===== config.mk =====
export PLATFORM = sky130hd
export DESIGN_NAME = frogger_top
export DESIGN_NICKNAME = d
export VERILOG_FILES = /design/src/source/frogger_pkg.sv /design/src/source/traffic_lanes.sv /design/src/source/frog_tracker.sv /design/src/source/game_control.sv /design/src/source/tile_painter.sv /design/src/source/scene_sequencer.sv /design/src/source/frogger_top.sv
export VERILOG_INCLUDE_DIRS = /design/src /design/src/source
export SDC_FILE = /design/constraint.sdc
export NUM_CORES = 1
export LEC_CHECK = 0
export ABC_CLOCK_PERIOD_IN_PS = 12000
export BUFFER_PORTS_ARGS = -buffer_cell sky130_fd_sc_hd__buf_2
export CORE_ASPECT_RATIO = 1.5
export CORE_MARGIN = 2
export CORE_UTILIZATION = 50
export CTS_CLUSTER_SIZE = 24
export DETAILED_ROUTE_END_ITERATION = 6
export PLACE_DENSITY = 0.67
export SYNTH_ARGS = -nofsm -noshare
export SYNTH_HDL_FRONTEND = slang
export SYNTH_SLANG_ARGS = --single-unit

===== constraint.sdc =====
create_clock -name fastclock -period 12 [get_ports fastclock]
set_input_delay 0.6 -clock fastclock [delete_from_list [all_inputs] [get_ports fastclock]]
set_output_delay 0.6 -clock fastclock [all_outputs]
set_load 0.02 [all_outputs]

===== src/source/frogger_params.svh =====
// traffic tick periods are sized for short simulations, not for a visible game speed
`ifndef FROGGER_PARAMS_SVH
`define FROGGER_PARAMS_SVH

// grid
`define FROG_COLS   16
`define FROG_ROWS   7
`define FROG_LANES  4

// pixel pitch of one cell, tile size and frame buffer stride
`define CELL_W      10
`define CELL_H      15
`define TILE_SIDE   8
`define SCREEN_W    160

`define START_COL   4'd8
`define START_ROW   3'd6

// bit (15 - column) set means a car in that cell
`define LANE0_INIT  16'b1000_1101_1000_0000
`define LANE1_INIT  16'b1100_0011_0001_0011
`define LANE2_INIT  16'b0011_0111_0001_1001
`define LANE3_INIT  16'b0110_0011_1001_1100

// traffic tick periods in fastclock cycles
`define TICK_W      16
`define TICK_SPEED1 16'd2000
`define TICK_SPEED2 16'd1000
`define TICK_SPEED3 16'd500

`define COLOUR_FROG 3'b111
`define COLOUR_CAR  3'b110
`define COLOUR_ROAD 3'b000

`endif


===== src/source/frogger_pkg.sv =====
// lane index 0 is grid row 1; bit 15 of a lane row is grid column 0
`default_nettype none
`include "frogger_params.svh"

package frogger_pkg;

    typedef logic [2:0]  colour_t;
    typedef logic [3:0]  col_t;
    typedef logic [2:0]  row_t;
    typedef logic [14:0] pix_adr_t;
    typedef logic [`FROG_LANES-1:0][`FROG_COLS-1:0] lane_rows_t;

    typedef enum logic [1:0] {
        speed_frozen,
        speed_slow,
        speed_mid,
        speed_fast
    } speed_t;

    typedef enum logic [1:0] {
        game_play,
        game_won,
        game_lost
    } game_state_t;

    typedef enum logic [2:0] {
        seq_idle,
        seq_sweep,
        seq_erase,
        seq_draw
    } seq_state_t;

    typedef enum logic [1:0] {
        paint_idle,
        paint_write,
        paint_done
    } paint_state_t;

endpackage

`default_nettype wire


===== src/source/traffic_lanes.sv =====
// a speed change takes effect at the next counter reload; leaving frozen ticks at once
`timescale 1ns/1ps
`default_nettype none
`include "frogger_params.svh"

module traffic_lanes (
    input  wire                      fastclock,
    input  wire                      resetn,
    input  wire frogger_pkg::speed_t speed,
    output frogger_pkg::lane_rows_t  lanes
);

    logic [`TICK_W-1:0] tick_cnt;
    logic [`TICK_W-1:0] reload;
    logic               tick;

    always_comb begin
        case (speed)
            frogger_pkg::speed_slow: reload = `TICK_SPEED1 - 1'b1;
            frogger_pkg::speed_mid:  reload = `TICK_SPEED2 - 1'b1;
            frogger_pkg::speed_fast: reload = `TICK_SPEED3 - 1'b1;
            default:                 reload = '0;
        endcase
    end

    // no ticks while frozen
    assign tick = (speed != frogger_pkg::speed_frozen) && (tick_cnt == '0);

    always_ff @(posedge fastclock or negedge resetn) begin
        if (!resetn) begin
            tick_cnt <= '0;
        end else if (tick_cnt == '0) begin
            tick_cnt <= reload;
        end else begin
            tick_cnt <= tick_cnt - 1'b1;
        end
    end

    always_ff @(posedge fastclock or negedge resetn) begin
        if (!resetn) begin
            lanes[0] <= `LANE0_INIT;
            lanes[1] <= `LANE1_INIT;
            lanes[2] <= `LANE2_INIT;
            lanes[3] <= `LANE3_INIT;
        end else if (tick) begin
            // rotate left, top bit wraps into bit 0
            for (int i = 0; i < `FROG_LANES; i++) begin
                lanes[i] <= {lanes[i][`FROG_COLS-2:0], lanes[i][`FROG_COLS-1]};
            end
        end
    end

    a_frozen_lanes_hold: assert property (
        @(posedge fastclock) disable iff (!resetn)
        speed == frogger_pkg::speed_frozen |=> $stable(lanes)
    );

endmodule

`default_nettype wire


===== src/source/frog_tracker.sv =====
// one move per key press, first legal key wins in order up, down, left, right
`timescale 1ns/1ps
`default_nettype none
`include "frogger_params.svh"

module frog_tracker (
    input  wire                          fastclock,
    input  wire                          resetn,
    input  wire                          key_up,
    input  wire                          key_down,
    input  wire                          key_left,
    input  wire                          key_right,
    input  wire                          move_enable,
    input  wire                          respawn,
    input  wire                          redraw_ack,
    input  wire frogger_pkg::lane_rows_t lanes,
    output frogger_pkg::col_t            frog_col,
    output frogger_pkg::row_t            frog_row,
    output frogger_pkg::col_t            old_col,
    output frogger_pkg::row_t            old_row,
    output logic                         redraw_req,
    output logic                         collide,
    output logic                         goal
);

    logic [3:0]        keys_q;
    logic [3:0]        key_rise;
    frogger_pkg::col_t next_col;
    frogger_pkg::row_t next_row;
    logic              moved;
    logic [1:0]        lane_idx;
    logic [3:0]        bit_idx;

    // up, down, left, right
    assign key_rise = {key_up, key_down, key_left, key_right} & ~keys_q;

    always_comb begin
        next_col = frog_col;
        next_row = frog_row;
        if (key_rise[3] && frog_row != 3'd0) begin
            next_row = frog_row - 3'd1;
        end else if (key_rise[2] && frog_row != 3'(`FROG_ROWS - 1)) begin
            next_row = frog_row + 3'd1;
        end else if (key_rise[1] && frog_col != 4'd0) begin
            next_col = frog_col - 4'd1;
        end else if (key_rise[0] && frog_col != 4'(`FROG_COLS - 1)) begin
            next_col = frog_col + 4'd1;
        end
    end

    // presses during a pending redraw are dropped
    assign moved = move_enable && !redraw_req &&
                   (next_col != frog_col || next_row != frog_row);

    assign lane_idx = 2'(frog_row - 3'd1);
    assign bit_idx  = 4'(`FROG_COLS - 1) - frog_col;
    assign collide  = (frog_row >= 3'd1) && (frog_row <= 3'(`FROG_LANES)) &&
                      lanes[lane_idx][bit_idx];
    assign goal     = (frog_row == 3'd0);

    always_ff @(posedge fastclock or negedge resetn) begin
        if (!resetn) begin
            keys_q     <= '0;
            frog_col   <= `START_COL;
            frog_row   <= `START_ROW;
            old_col    <= `START_COL;
            old_row    <= `START_ROW;
            redraw_req <= 1'b0;
        end else begin
            keys_q <= {key_up, key_down, key_left, key_right};
            if (respawn) begin
                old_col    <= frog_col;
                old_row    <= frog_row;
                frog_col   <= `START_COL;
                frog_row   <= `START_ROW;
                redraw_req <= 1'b1;
            end else if (moved) begin
                old_col    <= frog_col;
                old_row    <= frog_row;
                frog_col   <= next_col;
                frog_row   <= next_row;
                redraw_req <= 1'b1;
            end else if (redraw_ack) begin
                redraw_req <= 1'b0;
            end
        end
    end

    a_frog_row_on_grid: assert property (
        @(posedge fastclock) disable iff (!resetn)
        frog_row < 3'(`FROG_ROWS)
    );

endmodule

`default_nettype wire


===== src/source/game_control.sv =====
// restart counts only on its rising edge and only in an end state
`timescale 1ns/1ps
`default_nettype none

module game_control (
    input  wire                      fastclock,
    input  wire                      resetn,
    input  wire                      key_restart,
    input  wire                      collide,
    input  wire                      goal,
    output frogger_pkg::game_state_t game_state,
    output logic                     move_enable,
    output logic                     respawn
);

    logic restart_q;
    logic restart_rise;

    assign restart_rise = key_restart && !restart_q;
    assign move_enable  = (game_state == frogger_pkg::game_play);

    // frog leaves the end cell on the same edge that play resumes
    assign respawn = !move_enable && restart_rise;

    always_ff @(posedge fastclock or negedge resetn) begin
        if (!resetn) begin
            restart_q  <= 1'b0;
            game_state <= frogger_pkg::game_play;
        end else begin
            restart_q <= key_restart;
            case (game_state)
                frogger_pkg::game_play: begin
                    if (collide) begin
                        game_state <= frogger_pkg::game_lost;
                    end else if (goal) begin
                        game_state <= frogger_pkg::game_won;
                    end
                end
                default: begin
                    if (restart_rise) begin
                        game_state <= frogger_pkg::game_play;
                    end
                end
            endcase
        end
    end

endmodule

`default_nettype wire


===== src/source/tile_painter.sv =====
// tile position and colour must hold from tile_req until tile_done
`timescale 1ns/1ps
`default_nettype none
`include "frogger_params.svh"

module tile_painter (
    input  wire                       fastclock,
    input  wire                       resetn,
    input  wire                       tile_req,
    input  wire frogger_pkg::col_t    tile_col,
    input  wire frogger_pkg::row_t    tile_row,
    input  wire frogger_pkg::colour_t tile_colour,
    input  wire                       wb_ack,
    output logic                      tile_done,
    output logic                      wb_cyc,
    output logic                      wb_stb,
    output logic                      wb_we,
    output frogger_pkg::pix_adr_t     wb_adr,
    output frogger_pkg::colour_t      wb_dat
);

    frogger_pkg::paint_state_t state;
    logic [5:0] pix_cnt;
    logic [7:0] org_x;
    logic [6:0] org_y;
    logic       last_pix;

    // tile origin on screen
    assign org_x    = 8'(tile_col * `CELL_W);
    assign org_y    = 7'(tile_row * `CELL_H);
    assign last_pix = (pix_cnt == 6'(`TILE_SIDE * `TILE_SIDE - 1));

    assign wb_cyc    = (state == frogger_pkg::paint_write);
    assign wb_stb    = wb_cyc;
    assign wb_we     = wb_cyc;
    assign wb_dat    = tile_colour;
    assign wb_adr    = 15'((org_y + pix_cnt / `TILE_SIDE) * `SCREEN_W +
                           org_x + pix_cnt % `TILE_SIDE);
    assign tile_done = (state == frogger_pkg::paint_done);

    always_ff @(posedge fastclock or negedge resetn) begin
        if (!resetn) begin
            state   <= frogger_pkg::paint_idle;
            pix_cnt <= '0;
        end else begin
            case (state)
                frogger_pkg::paint_idle: begin
                    if (tile_req) begin
                        state   <= frogger_pkg::paint_write;
                        pix_cnt <= '0;
                    end
                end
                frogger_pkg::paint_write: begin
                    // a slow slave just stretches the write
                    if (wb_ack) begin
                        if (last_pix) begin
                            state <= frogger_pkg::paint_done;
                        end else begin
                            pix_cnt <= pix_cnt + 6'd1;
                        end
                    end
                end
                default: state <= frogger_pkg::paint_idle;
            endcase
        end
    end

    a_write_held_until_ack: assert property (
        @(posedge fastclock) disable iff (!resetn)
        wb_stb && !wb_ack |=> wb_stb && $stable(wb_adr) && $stable(wb_dat)
    );

endmodule

`default_nettype wire


===== src/source/scene_sequencer.sv =====
// frog tile is drawn once after reset; rows 0, 5 and 6 change only through redraws
`timescale 1ns/1ps
`default_nettype none
`include "frogger_params.svh"

module scene_sequencer (
    input  wire                          fastclock,
    input  wire                          resetn,
    input  wire frogger_pkg::lane_rows_t lanes,
    input  wire frogger_pkg::col_t       frog_col,
    input  wire frogger_pkg::row_t       frog_row,
    input  wire frogger_pkg::col_t       old_col,
    input  wire frogger_pkg::row_t       old_row,
    input  wire                          redraw_req,
    input  wire                          tile_done,
    output logic                         redraw_ack,
    output logic                         tile_req,
    output frogger_pkg::col_t            tile_col,
    output frogger_pkg::row_t            tile_row,
    output frogger_pkg::colour_t         tile_colour
);

    frogger_pkg::seq_state_t state;
    frogger_pkg::col_t       sweep_col;
    logic [1:0]              sweep_lane;
    frogger_pkg::row_t       sweep_row;
    frogger_pkg::colour_t    sweep_colour;
    logic                    pick;
    logic                    load_draw;
    logic                    load_erase;
    logic                    load_sweep;

    assign sweep_row = {1'b0, sweep_lane} + 3'd1;

    always_comb begin
        if (frog_col == sweep_col && frog_row == sweep_row) begin
            sweep_colour = `COLOUR_FROG;
        end else if (lanes[sweep_lane][4'(`FROG_COLS - 1) - sweep_col]) begin
            sweep_colour = `COLOUR_CAR;
        end else begin
            sweep_colour = `COLOUR_ROAD;
        end
    end

    // next tile is chosen only when the current one is finished
    assign pick       = tile_done && (state != frogger_pkg::seq_erase);
    assign load_draw  = (state == frogger_pkg::seq_idle) ||
                        (tile_done && state == frogger_pkg::seq_erase);
    assign load_erase = pick && redraw_req;
    assign load_sweep = pick && !redraw_req;

    // ack on the same edge that latches the old cell
    assign redraw_ack = load_erase;

    assign tile_req = (state != frogger_pkg::seq_idle);

    always_ff @(posedge fastclock or negedge resetn) begin
        if (!resetn) begin
            state      <= frogger_pkg::seq_idle;
            sweep_col  <= '0;
            sweep_lane <= '0;
        end else begin
            if (load_draw) begin
                state <= frogger_pkg::seq_draw;
            end else if (load_erase) begin
                state <= frogger_pkg::seq_erase;
            end else if (load_sweep) begin
                state     <= frogger_pkg::seq_sweep;
                sweep_col <= sweep_col + 4'd1;
                if (sweep_col == 4'(`FROG_COLS - 1)) begin
                    sweep_lane <= sweep_lane + 2'd1;
                end
            end
        end
    end

    always_ff @(posedge fastclock) begin
        if (load_draw) begin
            tile_col    <= frog_col;
            tile_row    <= frog_row;
            tile_colour <= `COLOUR_FROG;
        end else if (load_erase) begin
            tile_col    <= old_col;
            tile_row    <= old_row;
            tile_colour <= `COLOUR_ROAD;
        end else if (load_sweep) begin
            tile_col    <= sweep_col;
            tile_row    <= sweep_row;
            tile_colour <= sweep_colour;
        end
    end

endmodule

`default_nettype wire


===== src/source/frogger_top.sv =====
// the frame buffer must be a Wishbone classic slave; keys are active-high synchronous levels
`timescale 1ns/1ps
`default_nettype none

module frogger_top (
    input  wire                           fastclock,
    input  wire                           resetn,
    input  wire                           key_up,
    input  wire                           key_down,
    input  wire                           key_left,
    input  wire                           key_right,
    input  wire                           key_restart,
    input  wire frogger_pkg::speed_t      speed,
    output wire frogger_pkg::game_state_t game_state,
    output wire                           wb_cyc,
    output wire                           wb_stb,
    output wire                           wb_we,
    output wire frogger_pkg::pix_adr_t    wb_adr,
    output wire frogger_pkg::colour_t     wb_dat,
    input  wire                           wb_ack
);

    wire frogger_pkg::lane_rows_t lanes;
    wire frogger_pkg::col_t       frog_col;
    wire frogger_pkg::row_t       frog_row;
    wire frogger_pkg::col_t       old_col;
    wire frogger_pkg::row_t       old_row;
    wire frogger_pkg::col_t       tile_col;
    wire frogger_pkg::row_t       tile_row;
    wire frogger_pkg::colour_t    tile_colour;
    wire redraw_req;
    wire redraw_ack;
    wire collide;
    wire goal;
    wire move_enable;
    wire respawn;
    wire tile_req;
    wire tile_done;

    traffic_lanes u_traffic (
        .fastclock(fastclock),
        .resetn(resetn),
        .speed(speed),
        .lanes(lanes)
    );

    frog_tracker u_frog (
        .fastclock(fastclock),
        .resetn(resetn),
        .key_up(key_up),
        .key_down(key_down),
        .key_left(key_left),
        .key_right(key_right),
        .move_enable(move_enable),
        .respawn(respawn),
        .redraw_ack(redraw_ack),
        .lanes(lanes),
        .frog_col(frog_col),
        .frog_row(frog_row),
        .old_col(old_col),
        .old_row(old_row),
        .redraw_req(redraw_req),
        .collide(collide),
        .goal(goal)
    );

    game_control u_game (
        .fastclock(fastclock),
        .resetn(resetn),
        .key_restart(key_restart),
        .collide(collide),
        .goal(goal),
        .game_state(game_state),
        .move_enable(move_enable),
        .respawn(respawn)
    );

    scene_sequencer u_seq (
        .fastclock(fastclock),
        .resetn(resetn),
        .lanes(lanes),
        .frog_col(frog_col),
        .frog_row(frog_row),
        .old_col(old_col),
        .old_row(old_row),
        .redraw_req(redraw_req),
        .tile_done(tile_done),
        .redraw_ack(redraw_ack),
        .tile_req(tile_req),
        .tile_col(tile_col),
        .tile_row(tile_row),
        .tile_colour(tile_colour)
    );

    tile_painter u_painter (
        .fastclock(fastclock),
        .resetn(resetn),
        .tile_req(tile_req),
        .tile_col(tile_col),
        .tile_row(tile_row),
        .tile_colour(tile_colour),
        .wb_ack(wb_ack),
        .tile_done(tile_done),
        .wb_cyc(wb_cyc),
        .wb_stb(wb_stb),
        .wb_we(wb_we),
        .wb_adr(wb_adr),
        .wb_dat(wb_dat)
    );

endmodule

`default_nettype wire


* Yosys cells after proc, flatten, opt, wreduce, memory -nomap -nowiden
Cells that the tools add are included.
** Storage, ports and cells
- Register bits after elaboration :: 129
- Bits of input ports :: 10
- Output and inout port bits :: 23
- Logic and storage cells :: 161
** Operators by class
- $add $sub $neg :: 14
- Multipliers :: 3
- Order comparisons :: 6
- Equal/unequal tests :: 20
- Muxes and demuxes :: 52
- Bitwise gates (word level) :: 4
- Reductions and logical operators :: 41
** Operators by type and width (count)
- 16-bit binary-select mux with 2-bit select :: 2
- 16-bit two-way mux :: 3
- 3-bit two-way mux :: 16
- 4-bit two-way mux :: 11
- 11-bit case mux with 3 select lines :: 1
- 32-bit by 3-bit multiplier with 10-bit output, second input constant :: 1
- 6-bit two-way mux :: 3
- 1-bit logical AND :: 16
- 16-bit zero test :: 1
- 16-bit by 1-bit subtractor with 16-bit output, second input constant :: 1
- 15-bit by 3-bit adder with 15-bit output :: 1
- 15-bit by 8-bit adder with 15-bit output :: 1
- 2-bit two-way mux :: 7
- 6-bit case mux with 2 select lines :: 1
- 3-bit nonzero test :: 4
- 4-bit by 5-bit less-than comparator with 1-bit output, second input constant :: 2
- 2-bit nonzero test :: 5
- 4-bit by 1-bit adder with 4-bit output, second input constant :: 2
- 7-bit by 3-bit adder with 8-bit output :: 1
- 1-bit binary-select mux with 4-bit select :: 2
- 4-bit AND reduction :: 2
- 4-bit subtractor, first input constant :: 2
- 3-bit by 4-bit multiplier with 7-bit output, second input constant :: 1
- 4-bit by 3-bit multiplier with 7-bit output, second input constant :: 1
- 35 further kinds :: 53

* Depth between registers and ports, before layout
Gate-level depths: netlist of the first run.
- Depth in word-level cells :: 12
- Gate-level depth with buffers :: 18
- Depth with buffers taken out :: 18

* Cells and area by module
Synthesis of the first run repeated with hierarchy kept, for this count alone.
** Unflattened totals
- Cell total of the unflattened synthesis :: 678
- Area, all modules :: 8150.3 µm²
** By module, submodules not included
- traffic_lanes :: times used 1, cells each 223, area each 3399.5 µm², seq. area each 2037.0 µm²
- frog_tracker :: times used 1, cells each 133, area each 1634.1 µm², seq. area each 483.0 µm²
- tile_painter :: times used 1, cells each 169, area each 1511.4 µm², seq. area each 200.2 µm²
- scene_sequencer :: times used 1, cells each 144, area each 1488.9 µm², seq. area each 450.4 µm²
- game_control :: times used 1, cells each 9, area each 116.4 µm², seq. area each 75.1 µm²

* Least setup slack after synthesis of the first run
Ideal clock, no wire load.
- Path kind :: reg2out
- From :: reg u_seq.tile_row[0]
- To :: out wb_adr[14]
- Arrival time :: 4.506 ns
- Data required time :: 11.400 ns
- Slack :: 6.894 ns
- Stages on the path, launching flop included :: 18
- Buffers on the path :: 0
- Path through :: edfxtp_1 -> fa_1 -> fa_1 -> fa_1 -> a21o_1 -> nand2_1 -> nand2_1 -> a21oi_1 -> nor2b_1 -> ha_1 -> ha_1 -> inv_1 -> or4_1 -> o2111ai_1 -> o21ai_0 -> nand4_1 -> xor2_1 -> xor2_1
** On the way
- Cells in the longest elaborated chain, start to end :: 5
** Ends and longest elaborated chain
- from (decl) :: RTL line scene_sequencer.sv:19 : output frogger_pkg::row_t tile_row,
- from (signal assigned) :: RTL line scene_sequencer.sv:80 : tile_row <= frog_row;
- from (signal assigned) :: RTL line scene_sequencer.sv:84 : tile_row <= old_row;
- from (signal assigned) :: RTL line scene_sequencer.sv:88 : tile_row <= sweep_row;
- 3-bit by 4-bit multiplier with 7-bit output (no source line)
- 7-bit by 3-bit adder with 8-bit output (no source line)
- 32-bit by 3-bit multiplier with 10-bit output (no source line)
- 15-bit by 8-bit adder with 15-bit output :: RTL line tile_painter.sv:37 : assign wb_adr = 15'((org_y + pix_cnt / `TILE_SIDE) * `SCREEN_W +
- 15-bit by 3-bit adder with 15-bit output (no source line)
- to (decl) :: RTL line frogger_top.sv:18 : output wire frogger_pkg::pix_adr_t wb_adr,
No other way between the ends.

* Worst setup path in the final report of the first run
Ends and elaborated chain as after synthesis.

==> results of run 1 <==
==> cell usage after synthesis, types with 9 or more instances <==
| master | count | area share [%] |
|---|---|---|
| clkbuf_1 | 9 | 0.43 |
| nand3_1 | 11 | 0.70 |
| ha_1 | 47 | 7.5 |
| dfstp_2 | 34 | 11 |
| dfrtp_1 | 84 | 27 |
| o21ai_1 | 11 | 0.70 |
| nand2_1 | 43 | 2.1 |
| mux4_2 | 29 | 8.4 |
| o21ai_0 | 10 | 0.64 |
| xor2_1 | 23 | 2.6 |
| xnor2_1 | 25 | 2.8 |
| a21o_1 | 9 | 0.86 |
| nor2_1 | 45 | 2.2 |
| a21oi_1 | 21 | 1.3 |
| inv_1 | 35 | 1.7 |
| mux2_1 | 67 | 9.7 |
==> sequential cells by signal, indices dropped and copies added (netlist names), 3 cells and up <==
name                flops
u_frog.frog_col         4
u_frog.frog_row         3
u_frog.keys_q           4
u_frog.old_col          4
u_frog.old_row          3
u_painter.pix_cnt       6
u_seq.sweep_col         4
u_seq.tile_col          4
u_seq.tile_row          3
u_traffic.lanes        64
u_traffic.tick_cnt     16
==> power groups by stage <==
stage               clock network [mW]  registers (mW)  logic, mW
finish                           0.526           0.505      0.421
global route                     0.554           0.511      0.473
CTS                              0.535           0.505      0.429
detailed placement                   0           0.513      0.425
global placement                     0           0.510      0.419
floorplan                            0           0.498      0.321
==> how the worst max path moves through the flow <==
stage,start,slack [ns],endpoint,cells past startpoint
floorplan,u_seq.tile_row[0]$_DFFE_PP_,6.89,wb_adr[14],17
global placement,u_seq.tile_row[0]$_DFFE_PP_,6.70,wb_adr[14],16
detailed placement,u_seq.tile_row[0]$_DFFE_PP_,6.55,wb_adr[14],16
CTS,u_seq.tile_row[0]$_DFFE_PP_,6.09,wb_adr[14],16
global route,u_seq.tile_row[1]$_DFFE_PP_,5.83,wb_adr[14],16
finish,u_seq.tile_row[0]$_DFFE_PP_,6.16,wb_adr[14],16
==> area by class of cell <==
| class | instances | area (µm²) | share of cell area [%] |
|---|---|---|---|
| repair buffers | 36 | 192.7 | 2.217 |
| clock buffers | 20 | 446.7 | 5.140 |
| inverters | 38 | 142.6 | 1.641 |
| multi-input cells | 464 | 4247 | 48.87 |
| clock inverters | 12 | 161.4 | 1.857 |
| flip-flops and latches | 127 | 3246 | 37.35 |
| well taps | 203 | 254.0 | 2.923 |
==> per-stage QoR <==
step | cells | total power [mW] | setup slack [ns]
floorplan | 656 | 0.8198 | 6.894
global placement | 868 | 0.9291 | 6.696
detailed placement | 868 | 0.9377 | 6.546
CTS | 900 | 1.469 | 6.090
global route | 900 | 1.537 | 5.833
finish | 900 | 1.452 | 6.164
==> metal layers <==
metal / vias up / global-route usage (%)
met5: - / 0
met4: 0 / 8.020
met3: 25 / 3.810
met2: 121 / 39.66
met1: 2637 / 22.28
li1: 2453 / -
==> kinds of logic (layout without fill, tap and decap cells) <==
logic type | after synthesis | count (layout) | share of synthesized area (%)
multiplexers | 112 | 112 | 21.73
XOR/XNOR | 48 | 48 | 5.379
AND/OR/NAND/NOR | 161 | 161 | 10.41
buffers and inverters | 65 | 106 | 4.131
adder cells (fa/ha/maj) | 55 | 55 | 9.446
AO/OA/AOI/OAI | 88 | 88 | 7.381
flip-flops | 127 | 127 | 41.53
==> metrics.txt, run 1 <==
initial antenna violation count=0; worst reg2reg path depth=8; hold crit path type=in -> async; # diodes=0; Clock Sinks=approximately 130; P per Cell Area=167.1 nW/µm²; Buf/Inv on CP=1; GPL Wtd Cong=0.8251; DR DRC count=14; routed vias=5236; Gate Count Post-Synth=~660; DR iter-0 viols=374; Switching Fraction=33.12%; Setup crit start kind=flop; Crit. End Element=primary output; Initial Utilization=50.47%; Period minus WS final=5.836 ns; routed wl met3=455 µm; Clk network pwr share=36.2%; Detail Route Antenna Nets=0; Max Buffers Root-to-Sink=2; clock skew=slightly below 0.009 ns; Final Instance Area=8690 µm²; most frequent cells in the layout=84 x dfrtp_1, 67 x mux2_1, 47 x ha_1; post-placement cell area=8082 µm²; Rows=56; flop and latch count out of synthesis=about 130; Nets=748; post-synth cell types=65; Comb pwr share=approximately 29%; global-route total usage across every layer=20.68%; cell-internal power=0.9711 mW; global-route wire length before repair=26990 µm; Filler cells=roughly 1300; crit path cell chain=fa_1 -> fa_1 -> ha_1 -> a21o_1 -> a21oi_1 -> xnor2_1 -> ha_1 -> ha_1 -> a211oi_1 -> nor2_1 -> xor2_1 -> and3_1 -> nand4_1 -> xor2_1 -> xor2_1 -> buf_2; clk_lat worst skew=about 0.41 ns; fin. max-slew vios=0; Crit Reg-Reg Startpoint=u_frog.frog_row[1]$_DFFE_PN1P_; run status=finished, violations left; YS warnings=0; Congestion Overflow GR=0; Synth Flop Type=dfrtp_1; cell family with most CP delay=adder cells; Clock H-tree levels=4; met2 WL=between 9000 and 10000 µm; PortBufs=32; Placeable Area=15480 µm²; final setup vio count=0; share of flip-flops with an asynchronous set or reset=92.91%; full die area=between 15000 and 20000 µm²; WL final=about 16000 µm; I/O pin count=33; most common cell after layout, fill and taps aside=dfrtp_1; Fmax=around 0.17 GHz; post-synthesis net count=720; required time worst endpoint=11.40 ns; area delta synth->final=11.19%; DR vias/cell=around 5.8; Worst Tran Pin Value=1.055 ns; RSZ-0062 raised after global routing=false; CTS root buffer=clkbuf_16; Leak=3.987 nW; pin count of the biggest net entering global routing=77; reg-to-reg critical path endpoint=u_game.game_state[0]$_DFFE_PN0P_; WS Path Type=reg -> out; postcts setup bufs=0; drt pass-1 iters=7; WL/cell=17.69 µm; Largest stage delay, worst path=0.63 ns; Post-synth EDFFs=7; Final Cycle Share=48.64%; CTS tree=yes; Final Hold Viols=0; hold buffer count at cts=0; setup total negative slack=0 ns; Die H=between 150 and 200 µm; synthesized area per cell=11.91 µm²; failing checks=DRC; Die W=106.1 µm; slowest library cell on the worst path=fa_1; final core occ=56.12%; Rel. slew slack=approximately 30%; peak supply drop=0.0001695 V; layout cells sized above 1=19.80%; cts bufs inserted=17; final hold slack=0.1804 ns; sw power=0.4809 mW; # resized after CTS=0; CP arrival=5.24 ns; vias in the first global route=5476; setup slack, reg-to-reg=just under 9 ns; max layer used=met4; max-cap violations=0; crit-path max FO=5; Clock transition at path regs=0.06 ns; sequential area share after synthesis=41.53%; part of the power in registers=34.8%; Post-Syn Area=7815 µm²; Final HPWL DP=around 12000 µm; routed length on met1=6017 µm
No activity file was read; power rests on OpenSTA's default activity.
==> inputs of run 2 (changes only) <==
--- a/config.mk
+++ b/config.mk
@@ -6,7 +6,7 @@
 export SDC_FILE = /design/constraint.sdc
 export NUM_CORES = 1
 export LEC_CHECK = 0
-export ABC_CLOCK_PERIOD_IN_PS = 12000
+export ABC_CLOCK_PERIOD_IN_PS = 5700
 export BUFFER_PORTS_ARGS = -buffer_cell sky130_fd_sc_hd__buf_2
 export CORE_ASPECT_RATIO = 1.5
 export CORE_MARGIN = 2
==> constraint.sdc (replaced) <==
create_clock -name fastclock -period 5.7 [get_ports fastclock]
set_input_delay 0.285 -clock fastclock [delete_from_list [all_inputs] [get_ports fastclock]]
set_output_delay 0.285 -clock fastclock [all_outputs]
set_load 0.02 [all_outputs]
==> metrics.txt, run 2 (same netlist as run 1, synthesis figures left out) <==
peak supply drop=0.0003248 V (was 0.0001695 V); final hold slack=0.1437 ns (was 0.1804 ns); cell family with most CP delay=adder cells (unchanged); most frequent cells in the layout=84 x dfrtp_1, 67 x mux2_1, 47 x ha_1 (unchanged); drt pass-1 iters=6 (was 7); Buf/Inv on CP=2 (was 1); Period minus WS final=5.420 ns; Congestion Overflow GR=0 (unchanged); setup total negative slack=0 ns (unchanged); Final Hold Viols=0 (unchanged); PortBufs=32 (unchanged); clk_lat worst skew=0.42 ns (was 0.41 ns); DR iter-0 viols=296 (was 374); GPL Wtd Cong=0.8263 (was 0.8251); Leak=4.019 nW (was 3.987 nW); RSZ-0062 raised after global routing=false (unchanged); hold crit path type=in -> reg (was in -> async); Crit. End Element=primary output (unchanged); global-route wire length before repair=27070 µm (was 26990 µm); Die W=106.1 µm (unchanged); max-cap violations=0 (unchanged); DR DRC count=0 (was 14); P per Cell Area=351.0 nW/µm² (was 167.1 nW/µm²); layout cells sized above 1=20.03% (was 19.80%); setup slack after layout=0.2798 ns (was 6.164 ns); global-route total usage across every layer=20.56% (was 20.68%); full die area=16670 µm² (unchanged); cts bufs inserted=17 (unchanged); Fmax=0.1845 GHz; Clock transition at path regs=0.06 ns (about the same); crit-path max FO=5 (unchanged); CTS tree=yes (unchanged); DR vias/cell=5.806 (was 5.818); Rows=56 (unchanged); largest registers=u_traffic.lanes: 64 flops, u_traffic.tick_cnt: 16 flops, u_painter.pix_cnt: 6 flops (unchanged); # diodes=0 (unchanged); CP arrival=5.14 ns (was 5.24 ns); Detail Route Antenna Nets=0 (unchanged); setup slack, reg-to-reg=2.50 ns (was 8.83 ns); final setup vio count=0 (unchanged); Clock H-tree levels=4 (unchanged); worst slack, placed=0.5448 ns (was 6.546 ns); Die H=157.1 µm (unchanged); max FFs per register=64 (unchanged); Largest Register=u_traffic.lanes (unchanged); WS Path Type=reg -> out (unchanged); Nets=755 (was 748); Rel. slew slack=28.56% (was 29.66%); vias in the first global route=5651 (was 5476); crit path cell chain=fa_1 -> fa_1 -> fa_1 -> a21o_1 -> nand2_1 -> nand2_1 -> a21oi_1 -> nor2b_1 -> ha_1 -> ha_1 -> inv_1 -> or4_1 -> o2111ai_1 -> or3_1 -> nand4_1 -> xor2_1 -> xor2_1 -> buf_2 (was fa_1 -> fa_1 -> ha_1 -> a21o_1 -> a21oi_1 -> xnor2_1 -> ha_1 -> ha_1 -> a211oi_1 -> nor2_1 -> xor2_1 -> and3_1 -> nand4_1 -> xor2_1 -> xor2_1 -> buf_2); initial antenna violation count=0 (unchanged); pin count of the biggest net entering global routing=65 (was 77); Post-Layout Cell Count=907 (was 900); Largest stage delay, worst path=0.61 ns (was 0.63 ns); placed cells=868 (unchanged); cell mode on critical path=fa_1; CTS root buffer=clkbuf_16 (unchanged); Initial Utilization=50.47% (unchanged); routed vias=5266 (was 5236); I/O pin count=33 (unchanged); required time worst endpoint=5.41 ns (was 11.40 ns); final core occ=56.59% (was 56.12%); fin. max-slew vios=0 (unchanged); Clock Sinks=127 (unchanged); WL/cell=17.72 µm (was 17.69 µm); Final HPWL DP=11590 µm (was 11570 µm); WL final=16070 µm (was 15930 µm); most common cell after layout, fill and taps aside=dfrtp_1 (unchanged); slowest library cell on the worst path=fa_1 (unchanged); Placeable Area=15480 µm² (unchanged); area delta synth->final=12.14% (was 11.19%); Max Buffers Root-to-Sink=2 (unchanged); Setup crit start kind=flop (unchanged); clock skew=0.01447 ns (was 0.008682 ns); run status=finished, final reports clean (was finished, violations left); Final Cycle Share=95.09%; Worst Tran Pin Value=1.072 ns (was 1.055 ns)
run 2: changes by cell type in the layout (fill, tap and decap cells not counted), sizes merged:
| cell | previous run | this run |
|---|---|---|
| inv | 39 | 41 |
| dlygate4sd3 | 0 | 6 |
| clkinv | 5 | 3 |
| buf | 36 | 37 |
run 2: layer usage:
metal  routed length (µm)  track usage [%]  share of wire, %
met5                    0                0                 0
met4                  398            8.521               2.5
met3                  390            3.602               2.4
met2                 9102            39.63                57
met1                 6183            21.85                38
run 2: repair_timing:
action	4_1_cts	5_1_grt
setup endpoints to repair	0	1
hold buffers	6	0
buffers inserted	0	1
gates resized for setup	0	3
hold endpoints to repair	43	0
run 2: through the flow:
stage	area [µm²]	power, mW
3_3_place_gp	8082	1.955
2_1_floorplan	7815	1.726
3_5_place_dp	8082	1.973
6_report	8763	3.076
5_1_grt	8763	3.246
4_1_cts	8747	3.095
run 2: cell type report:
type / count / area [µm²]
clock buffer: 20 / 446.7
clock inverter: 12 / 158.9
fill: 1262 / 6721
inverter: 38 / 142.6
multi-input combinational: 464 / 4255
sequential: 127 / 3246
tap: 203 / 254.0
timing repair buffer: 43 / 260.3
run 2: final timing paths:
check	start	depth (start not counted)	to
worst max-delay path	u_seq.tile_row[0]$_DFFE_PP_	18	wb_adr[14]
worst min-delay path	wb_ack	2	u_painter.state[1]$_DFFE_PN0P_
worst max register to register	u_frog.frog_row[1]$_DFFE_PN1P_	8	u_game.game_state[0]$_DFFE_PN0P_
worst min register to register	u_frog.old_row[1]$_DFFE_PN1P_	2	u_frog.old_row[1]$_DFFE_PN1P_
max in group asynchronous	resetn	3	u_traffic.tick_cnt[4]$_DFF_PN0_
min in group asynchronous	resetn	2	u_traffic.lanes[9]$_DFFE_PN0P_
run 2: where the power goes:
group / switching [mW] / leakage [nW] / total, mW / internal, mW
Combinational: 0.533 / 2.20 / 0.900 / 0.366
Sequential: 0.0779 / 1.53 / 1.06 / 0.984
Clock: 0.412 / 0.288 / 1.11 / 0.703
Total: 1.02 / 4.02 / 3.08 / 2.05
